===== config.mk =====
export PLATFORM = sky130hd
export DESIGN_NAME = issue_stage
export DESIGN_NICKNAME = d
export VERILOG_FILES = /design/src/hdl/issue_pkg.sv /design/src/hdl/issue_stage.sv /design/src/hdl/issue_lanes.sv /design/src/hdl/pipe_steer.sv /design/src/hdl/hazard_check.sv /design/src/hdl/operand_decode.sv /design/src/hdl/issue_queue.sv
export VERILOG_INCLUDE_DIRS = /design/src /design/src/hdl
export SDC_FILE = /design/constraint.sdc
export NUM_CORES = 2
export LEC_CHECK = 0
export CAP_MARGIN = 15
export CELL_PAD_IN_SITES_DETAIL_PLACEMENT = 1
export CELL_PAD_IN_SITES_GLOBAL_PLACEMENT = 2
export CORE_MARGIN = 5
export CORE_UTILIZATION = 44
export CTS_BUF_LIST = sky130_fd_sc_hd__clkbuf_4 sky130_fd_sc_hd__clkbuf_8 sky130_fd_sc_hd__clkbuf_16
export DETAILED_ROUTE_END_ITERATION = 7
export DONT_BUFFER_PORTS = 1
export GPL_ROUTABILITY_DRIVEN = 1
export PLACE_DENSITY_LB_ADDON = 0.1
export SLEW_MARGIN = 20
export SYNTH_ARGS = -nofsm -noshare
export SYNTH_HDL_FRONTEND = slang
export SYNTH_SLANG_ARGS = --single-unit

===== constraint.sdc =====
create_clock -name clk -period 10.64 [get_ports clk]
set_input_delay 2.128 -clock clk [delete_from_list [all_inputs] [get_ports clk]]
set_output_delay 2.128 -clock clk [all_outputs]
set_load 0.01 [all_outputs]

===== src/hdl/issue_defines.svh =====
`ifndef ISSUE_DEFINES_SVH
`define ISSUE_DEFINES_SVH

//////////////////////////////////////////////////
// widths and sizes
//////////////////////////////////////////////////

`define ISSUE_QUEUE_DEPTH 8
`define INST_WIDTH        32
`define ADDR_WIDTH        32
`define INSTR_ID_WIDTH    6
`define REG_IDX_WIDTH     5   // 32 registers.
`define OPCODE_WIDTH      6

//////////////////////////////////////////////////
// opcodes
//////////////////////////////////////////////////

`define OP_CLASS_REG  2'b00  // register alu.
`define OP_CLASS_IMM  2'b01  // immediate alu.
`define OP_CLASS_MEM  2'b10
`define OP_CLASS_CTRL 2'b11  // jumps.

`define OP_NOP   6'h00
`define OP_CMP   6'h0c
`define OP_TEST  6'h0d
`define OP_CMPI  6'h1c
`define OP_TESTI 6'h1d
`define OP_LW    6'h20
`define OP_SW    6'h21
`define OP_JR    6'h30

`endif

===== src/hdl/issue_pkg.sv =====
`include "issue_defines.svh"

package issue_pkg;

  // register-register view.
  typedef struct packed {
    logic [`OPCODE_WIDTH-1:0]                                   opcode;
    logic [`REG_IDX_WIDTH-1:0]                                  rs;
    logic [`REG_IDX_WIDTH-1:0]                                  rt;
    logic [`REG_IDX_WIDTH-1:0]                                  rd;
    logic [`INST_WIDTH-`OPCODE_WIDTH-3*`REG_IDX_WIDTH-1:0]      unused;
  } r_form_t;

  // immediate view, rt is the dest here.
  typedef struct packed {
    logic [`OPCODE_WIDTH-1:0]                                   opcode;
    logic [`REG_IDX_WIDTH-1:0]                                  rs;
    logic [`REG_IDX_WIDTH-1:0]                                  rt;
    logic [`INST_WIDTH-`OPCODE_WIDTH-2*`REG_IDX_WIDTH-1:0]      imm;
  } i_form_t;

  typedef union packed {
    r_form_t r_form;
    i_form_t i_form;
  } instr_u;

  typedef struct packed {
    logic                       valid;
    logic [`ADDR_WIDTH-1:0]     pc;
    logic [`INSTR_ID_WIDTH-1:0] id;
    instr_u                     instr;
  } queue_entry_t;

  typedef queue_entry_t issue_lane_t;

  typedef enum logic [1:0] {
    pipe_any,
    pipe_branch,
    pipe_memory
  } pipe_class_e;

  typedef struct packed {
    logic [`REG_IDX_WIDTH-1:0] src0;
    logic [`REG_IDX_WIDTH-1:0] src1;
    logic [`REG_IDX_WIDTH-1:0] dest;
    logic                      use_src0;
    logic                      use_src1;
    logic                      use_dest;
    pipe_class_e               pipe;
  } slot_info_t;

endpackage


===== src/hdl/issue_stage.sv =====
`include "issue_defines.svh"

module issue_stage (
  input  logic                      clk,
  input  logic                      rst_n,
  input  logic                      flush,
  input  logic                      push,
  input  issue_pkg::queue_entry_t   in_pair0,
  input  issue_pkg::queue_entry_t   in_pair1,
  input  logic                      load_valid,
  input  logic [`REG_IDX_WIDTH-1:0] load_dest,
  output logic                      full,
  output issue_pkg::issue_lane_t    lane0,
  output issue_pkg::issue_lane_t    lane1,
  output logic                      swapped
);
  import issue_pkg::*;

  queue_entry_t head0;
  queue_entry_t head1;
  slot_info_t   info0;
  slot_info_t   info1;
  logic [1:0]   ok_mask;
  logic [1:0]   issue_mask;
  logic         swap;

  //////////////////////////////////////////////////
  // queue
  //////////////////////////////////////////////////

  issue_queue i_queue (
    .clk      (clk),
    .rst_n    (rst_n),
    .flush    (flush),
    .push     (push),
    .in_pair0 (in_pair0),
    .in_pair1 (in_pair1),
    .pop_mask (issue_mask),  // popped as issued.
    .head0    (head0),
    .head1    (head1),
    .full     (full)
  );

  //////////////////////////////////////////////////
  // decode, hazards, steering
  //////////////////////////////////////////////////

  operand_decode i_decode0 (
    .instr (head0.instr),
    .info  (info0)
  );

  operand_decode i_decode1 (
    .instr (head1.instr),
    .info  (info1)
  );

  hazard_check i_hazard (
    .head_valid ({head1.valid, head0.valid}),
    .slot0      (info0),
    .slot1      (info1),
    .load_valid (load_valid),
    .load_dest  (load_dest),
    .ok_mask    (ok_mask)
  );

  pipe_steer i_steer (
    .slot0      (info0),
    .slot1      (info1),
    .ok_mask    (ok_mask),
    .issue_mask (issue_mask),
    .swap       (swap)
  );

  issue_lanes i_lanes (
    .clk        (clk),
    .rst_n      (rst_n),
    .flush      (flush),
    .head0      (head0),
    .head1      (head1),
    .issue_mask (issue_mask),
    .swap       (swap),
    .lane0      (lane0),
    .lane1      (lane1),
    .swapped    (swapped)
  );

endmodule


===== src/hdl/issue_lanes.sv =====
`include "issue_defines.svh"

module issue_lanes (
  input  logic                    clk,
  input  logic                    rst_n,
  input  logic                    flush,
  input  issue_pkg::queue_entry_t head0,
  input  issue_pkg::queue_entry_t head1,
  input  logic [1:0]              issue_mask,
  input  logic                    swap,
  output issue_pkg::issue_lane_t  lane0,
  output issue_pkg::issue_lane_t  lane1,
  output logic                    swapped
);
  import issue_pkg::*;

  issue_lane_t lane0_q;
  issue_lane_t lane1_q;
  logic [1:0]  lane_vld;

  always_ff @(posedge clk) begin
    if (!rst_n || flush) begin
      lane_vld <= 2'b00;
      swapped  <= 1'b0;
    end else begin
      lane_vld[0] <= swap ? issue_mask[1] : issue_mask[0];
      lane_vld[1] <= swap ? issue_mask[0] : issue_mask[1];
      swapped     <= swap;
    end
  end

  always_ff @(posedge clk) begin
    lane0_q <= swap ? head1 : head0;
    lane1_q <= swap ? head0 : head1;
  end

  always_comb begin
    lane0       = lane0_q;
    lane0.valid = lane_vld[0];
    lane1       = lane1_q;
    lane1.valid = lane_vld[1];
  end

  a_lane0_no_mem: assert property (@(posedge clk) disable iff (!rst_n)
    lane0.valid |-> lane0.instr.r_form.opcode[`OPCODE_WIDTH-1 -: 2] != `OP_CLASS_MEM)
    else $error("issue_lanes: memory op on lane 0");

  a_lane1_no_branch: assert property (@(posedge clk) disable iff (!rst_n)
    lane1.valid |-> !(lane1.instr.r_form.opcode[`OPCODE_WIDTH-1 -: 2] == `OP_CLASS_CTRL ||
                      lane1.instr.r_form.opcode inside {`OP_CMP, `OP_TEST, `OP_CMPI, `OP_TESTI}))
    else $error("issue_lanes: branch op on lane 1");

endmodule


===== src/hdl/pipe_steer.sv =====
module pipe_steer (
  input  issue_pkg::slot_info_t slot0,
  input  issue_pkg::slot_info_t slot1,
  input  logic [1:0]            ok_mask,
  output logic [1:0]            issue_mask,
  output logic                  swap
);
  import issue_pkg::*;

  pipe_class_e c0;
  pipe_class_e c1;
  logic        lane_conflict;

  assign c0 = slot0.pipe;
  assign c1 = slot1.pipe;

  // one branch unit, one memory port.
  assign lane_conflict = (c0 == c1) && (c0 != pipe_any);
  assign issue_mask    = lane_conflict ? (ok_mask & 2'b01) : ok_mask;

  //////////////////////////////////////////////////
  // lane mapping
  //////////////////////////////////////////////////

  // swap puts slot 0 on lane 1.
  always_comb begin
    case (issue_mask)
      2'b11:   swap = (c0 == pipe_memory) || (c0 == pipe_any && c1 == pipe_branch);
      2'b01:   swap = (c0 == pipe_memory);
      default: swap = 1'b0;
    endcase
  end

  always_comb begin
    a_in_order: assert final (issue_mask != 2'b10)
      else $error("pipe_steer: slot 1 issued without slot 0");
  end

endmodule


===== src/hdl/hazard_check.sv =====
`include "issue_defines.svh"

module hazard_check (
  input  logic [1:0]                head_valid,
  input  issue_pkg::slot_info_t     slot0,
  input  issue_pkg::slot_info_t     slot1,
  input  logic                      load_valid,
  input  logic [`REG_IDX_WIDTH-1:0] load_dest,
  output logic [1:0]                ok_mask
);
  import issue_pkg::*;

  logic load_stall;
  logic pair_dep;

  function automatic logic reads_reg(slot_info_t s, logic [`REG_IDX_WIDTH-1:0] r);
    return (s.use_src0 && s.src0 == r) || (s.use_src1 && s.src1 == r);
  endfunction

  // load result not back yet, hold the whole pair.
  assign load_stall = load_valid &&
                      ((head_valid[0] && reads_reg(slot0, load_dest)) ||
                       (head_valid[1] && reads_reg(slot1, load_dest)));

  // slot 1 needs slot 0's result.
  assign pair_dep = slot0.use_dest && reads_reg(slot1, slot0.dest);

  assign ok_mask[0] = head_valid[0] && !load_stall;
  assign ok_mask[1] = ok_mask[0] && head_valid[1] && !pair_dep;  // never ahead of slot 0.

endmodule


===== src/hdl/operand_decode.sv =====
`include "issue_defines.svh"

module operand_decode (
  input  issue_pkg::instr_u     instr,
  output issue_pkg::slot_info_t info
);
  import issue_pkg::*;

  logic [`OPCODE_WIDTH-1:0] op;

  assign op = instr.r_form.opcode;

  always_comb begin
    info      = '0;
    info.pipe = pipe_any;
    case (op[`OPCODE_WIDTH-1 -: 2])
      `OP_CLASS_REG: begin
        if (op != `OP_NOP) begin
          info.src0     = instr.r_form.rs;
          info.src1     = instr.r_form.rt;
          info.dest     = instr.r_form.rd;
          info.use_src0 = 1'b1;
          info.use_src1 = 1'b1;
          info.use_dest = 1'b1;
        end
        if (op == `OP_CMP || op == `OP_TEST) begin
          info.pipe = pipe_branch;  // flags feed the branch unit.
        end
      end
      `OP_CLASS_IMM: begin
        info.src0     = instr.i_form.rs;
        info.dest     = instr.i_form.rt;
        info.use_src0 = 1'b1;
        info.use_dest = 1'b1;
        if (op == `OP_CMPI || op == `OP_TESTI) begin
          info.pipe = pipe_branch;
        end
      end
      `OP_CLASS_MEM: begin
        info.pipe = pipe_memory;
        if (op == `OP_LW) begin
          info.src0     = instr.i_form.rs;
          info.dest     = instr.i_form.rt;
          info.use_src0 = 1'b1;
          info.use_dest = 1'b1;
        end else if (op == `OP_SW) begin
          info.src0     = instr.i_form.rs;
          info.src1     = instr.i_form.rt;  // store data.
          info.use_src0 = 1'b1;
          info.use_src1 = 1'b1;
        end
      end
      `OP_CLASS_CTRL: begin
        info.pipe = pipe_branch;
        if (op == `OP_JR) begin
          info.src0     = instr.i_form.rs;
          info.use_src0 = 1'b1;
        end
      end
    endcase
  end

endmodule


===== src/hdl/issue_queue.sv =====
`include "issue_defines.svh"

module issue_queue (
  input  logic                    clk,
  input  logic                    rst_n,
  input  logic                    flush,
  input  logic                    push,
  input  issue_pkg::queue_entry_t in_pair0,
  input  issue_pkg::queue_entry_t in_pair1,
  input  logic [1:0]              pop_mask,
  output issue_pkg::queue_entry_t head0,
  output issue_pkg::queue_entry_t head1,
  output logic                    full
);
  import issue_pkg::*;

  localparam int DEPTH = `ISSUE_QUEUE_DEPTH;
  localparam int PTR_W = $clog2(DEPTH);

  queue_entry_t     mem [DEPTH];
  logic [PTR_W-1:0] rd_ptr;
  logic [PTR_W-1:0] wr_ptr;
  logic [PTR_W-1:0] rd_ptr_nx;
  logic [PTR_W-1:0] wr_ptr_nx;
  logic [PTR_W:0]   count;
  logic [PTR_W:0]   count_nx;
  logic [PTR_W:0]   push_n;
  logic [PTR_W:0]   pop_n;
  logic             accept;
  queue_entry_t     wr_first;
  queue_entry_t     wr_second;

  assign accept    = push && !full && !flush;
  assign push_n    = accept ? (PTR_W+1)'(in_pair0.valid) + (PTR_W+1)'(in_pair1.valid) : '0;
  assign pop_n     = (PTR_W+1)'(pop_mask[0]) + (PTR_W+1)'(pop_mask[1]);
  assign count_nx  = count + push_n - pop_n;
  assign rd_ptr_nx = rd_ptr + PTR_W'(1);
  assign wr_ptr_nx = wr_ptr + PTR_W'(1);

  // lone slot 1 moves up.
  assign wr_first  = in_pair0.valid ? in_pair0 : in_pair1;
  assign wr_second = in_pair1;

  //////////////////////////////////////////////////
  // pointers and count
  //////////////////////////////////////////////////

  always_ff @(posedge clk) begin
    if (!rst_n || flush) begin
      rd_ptr <= '0;
      wr_ptr <= '0;
      count  <= '0;
      full   <= 1'b0;
    end else begin
      rd_ptr <= rd_ptr + pop_n[PTR_W-1:0];
      wr_ptr <= wr_ptr + push_n[PTR_W-1:0];
      count  <= count_nx;
      full   <= count_nx > (PTR_W+1)'(DEPTH - 2);  // under two free.
    end
  end

  always_ff @(posedge clk) begin
    if (push_n != '0) begin
      mem[wr_ptr] <= wr_first;
    end
    if (push_n == (PTR_W+1)'(2)) begin
      mem[wr_ptr_nx] <= wr_second;
    end
  end

  assign head0 = (count != '0) ? mem[rd_ptr] : '0;
  assign head1 = (count > (PTR_W+1)'(1)) ? mem[rd_ptr_nx] : '0;

  a_no_push_full: assert property (@(posedge clk) disable iff (!rst_n)
    !(push && full))
    else $error("issue_queue: push while full");

  a_pop_in_range: assert property (@(posedge clk) disable iff (!rst_n || flush)
    pop_n <= count)
    else $error("issue_queue: pop beyond queue count");

endmodule


==> run summary <==
Outcome: finished, final reports clean
Post-Route WL: 138 mm
DP Wirelength: 82.5 mm
Final period demand of the worst path: 7430 ps
Clock Sinks: 722
HP Class: reg2reg
Cells after Synth: 3418
First-pass GRT wire length: 202 mm
DIE WIDTH: 309 um
Clk slew on worst S/H paths: 60 ps
Vias in the first global route: 29681
Synth Flop Type: edfxtp_1
Via/cell ratio: 6.37
TritonCTS clock tree: yes
Critical Path End Type: register
Final GP Congestion: 0.893
PostCTS Resize Cnt: 0
DR iter-0 viols: 2628
Setup repair bufs after CTS: 0
Total CTS buffers: 84
Starting Density: 44.4%
Minimum setup slack in the final design: 3210 ps
Capturing point of the worst reg2reg path: i_lanes.lane0[50]
Hold_buf cts: 0
Crit path from: i_queue.rd_ptr[0]
CP max FO: 56
Final layout net count: 3391
Antenna violations before repair: 7
FP Rows: 109
Fin. Hold Viols: 0
Crit path arrival time: 7950 ps
Bufs on Longest Clock Path: 3
DRC errors left: 0
Sequential area share after synthesis: 51.2%
Maximum clock rate: 135 MHz
Hold Path Depth: 3
Clock skew: 23.5 ps
DP Worst Slack: 3140 ps
Cell area after synthesis: 0.0394 mm^2
Distinct cell type count after synthesis: 70
Seq cells post-synth: 722
Worst reg-to-reg setup slack: 3210 ps
Worst slew pin tran: 1160 ps
Pwr Density: 217 mW/mm^2
# port buffers: 0
RSZ-0062 raised after global routing: no
Drt first pass iters: 5
Syn nets: 3588
End of the worst hold path: i_queue.wr_ptr[1]
Largest net degree at the start of global routing: 103
WL/cell: 30.9 um
Syn_area_per_cell: 11.5 um^2
Max-slew violations: 0
DRT antenna net count: 0
Layout Utilization: 48.6%
Share of layout cells above drive strength 1: 18.0%
Worst Hold Launch: i_queue.wr_ptr[1]
Setup_tns: 0 ps
CP Launch Type: register
CORE AREA: 0.0886 mm^2
# H-tree levels: 3
Max-Cap Viols: 0
Insertion delay of the later-clocked pin in the worst-skew pair: 660 ps
Crit Path Class: reg2reg
GRT Util Overall: 28.4%
Yosys synthesis warning count: 0
Clock root buffer: clkbuf_16
Leak pwr: 14.9 nW
Peak VDD IR: 0.180 mV
Final setup vio count: 0
Worst r2r src: i_queue.rd_ptr[0]
Slew headroom: 20.7%
Worst EP required: 11160 ps
Cells on worst reg2reg path: 16
Die height: 309 um
Fin crit share: 69.8%
Ys async rst share: 0%
Post-synth EDFFs: 568
Total grt overflow: 0
Io pins: 296
Die footprint: 0.0955 mm^2
Vias: 28439
Area Overhead vs Synth: 9.57%
[power by group]
group	switching [mW]	total (mW)	leakage, nW	internal [mW]
logic	1.66	2.72	7.01	1.06
registers	0.240	3.55	6.39	3.31
clock network	1.23	3.09	1.48	1.86
[layer usage]
layer  global-route usage [%]  wire [um]  share of wire [%]  vias up
met2                     47.9      67400                 49     1139
met3                     4.86       9940                7.2      191
li1                         -          -                  -    12293
met1                     38.4      57700                 42    14812
met4                     7.40       2990                2.2        4
met5                        0         34              0.025        -
[synthesized netlist by cell type (3+ instances only)]
library cell | instances | area share, %
mux4_2 | 236 | 14
xor2_1 | 6 | 0.13
nor3b_1 | 5 | 0.095
nand4_1 | 11 | 0.17
buf_6 | 11 | 0.31
mux2i_1 | 259 | 6.6
edfxtp_1 | 568 | 43
a21o_1 | 3 | 0.057
a221oi_1 | 3 | 0.067
buf_4 | 7 | 0.13
mux2_2 | 54 | 1.5
o221ai_1 | 4 | 0.089
nand2b_1 | 12 | 0.19
or2_2 | 4 | 0.064
nor4_1 | 3 | 0.048
a211oi_1 | 5 | 0.095
inv_1 | 29 | 0.28
a22oi_1 | 14 | 0.27
a21oi_1 | 637 | 8.1
a32oi_1 | 8 | 0.18
nor2b_1 | 13 | 0.21
clkbuf_1 | 186 | 1.8
dfxtp_1 | 154 | 7.8
xnor2_1 | 15 | 0.33
and3_1 | 3 | 0.048
nor3_1 | 11 | 0.14
nand2_1 | 166 | 1.6
fa_1 | 4 | 0.20
buf_2 | 33 | 0.42
or3_1 | 5 | 0.079
and4b_1 | 3 | 0.076
mux2_4 | 58 | 2.2
and2_1 | 7 | 0.11
a2111oi_0 | 3 | 0.067
nand3_1 | 43 | 0.55
o21ai_0 | 16 | 0.20
a22o_1 | 10 | 0.22
o31ai_1 | 6 | 0.11
ha_1 | 14 | 0.45
nor2_1 | 641 | 6.1
and4_1 | 3 | 0.067
buf_1 | 99 | 0.94
a31oi_1 | 5 | 0.079
o22ai_1 | 9 | 0.14
[through the flow]
step,power [mW],instances,hold WS (ps),area [um^2]
after floorplan,5.46,3418,623,39400
after global placement,6.26,4298,659,40100
after detailed placement,6.32,4299,713,40100
after CTS,9.41,4457,723,43100
after global routing,9.74,4462,766,43100
final,9.36,4462,714,43100
[registers in the layout (all words and copies together) (netlist names)]
signal            cells
i_lanes.lane0        70
i_lanes.lane1        70
i_lanes.lane_vld      2
i_lanes.swapped       1
i_queue.count         4
i_queue.full          1
i_queue.mem         568
i_queue.rd_ptr        3
i_queue.wr_ptr        3
[critical path, stage by stage, from the launching register on]
cell	delay, ps
dfxtp_4	660
buf_4	790
nor2b_2	280
a32oi_1	310
nand3_1	490
nor4_2	790
nor2_1	220
a2111oi_0	480
nand4_1	160
nor3_1	540
nor3_1	140
ha_1	290
a21oi_1	150
nor2_1	160
nand2_8	460
buf_4	730
mux2_2	410
[cell families (layout without fill, tap and decap cells)]
family	after synthesis	after routing	synth area share [%]
compound gates	742	742	10.1
xor+xnor	22	22	0.509
fa+ha+maj	18	18	0.649
buf+inv	365	240	3.86
flops	722	722	51.2
mux	608	608	23.9
other cells	0	4	0
simple gates	941	941	9.84
[how the worst max path moves through the flow]
stage | endpoint
after CTS | i_lanes.lane0[48]
after detailed placement | i_lanes.lane0[52]
after global routing | i_lanes.lane0[50]
after floorplan | i_queue.mem[0][0]
final | i_lanes.lane0[50]
after global placement | i_lanes.lane0[6]
[layout by cell type, fill, tap and decap left out, drive strengths merged, types with 7 or more instances in the layout]
| cell | count |
|---|---|
| nor2 | 641 |
| a21oi | 637 |
| edfxtp | 568 |
| mux2i | 259 |
| mux4 | 236 |
| nand2 | 167 |
| dfxtp | 154 |
| clkbuf | 118 |
| mux2 | 113 |
| buf | 53 |
| nand3 | 44 |
| inv | 34 |
| clkinv | 23 |
| o21ai | 17 |
| xnor2 | 15 |
| a22oi | 14 |
| ha | 14 |
| nor2b | 13 |
| nand2b | 12 |
| nand4 | 12 |
| nor3 | 11 |
| a22o | 10 |
| o22ai | 9 |
| a32oi | 8 |
| bufinv | 7 |
| and2 | 7 |
| xor2 | 7 |
[area by class of cell]
type | instances | area, um^2
antenna | 4 | 10.0
clock buffer | 118 | 2560
clock inverter | 40 | 412
fill | 9173 | 45500
inverter | 29 | 109
multi-input combinational | 2331 | 18000
sequential | 722 | 20200
tap | 1165 | 1460
timing repair buffer | 53 | 468
No activity file was read; power rests on OpenSTA's default activity.
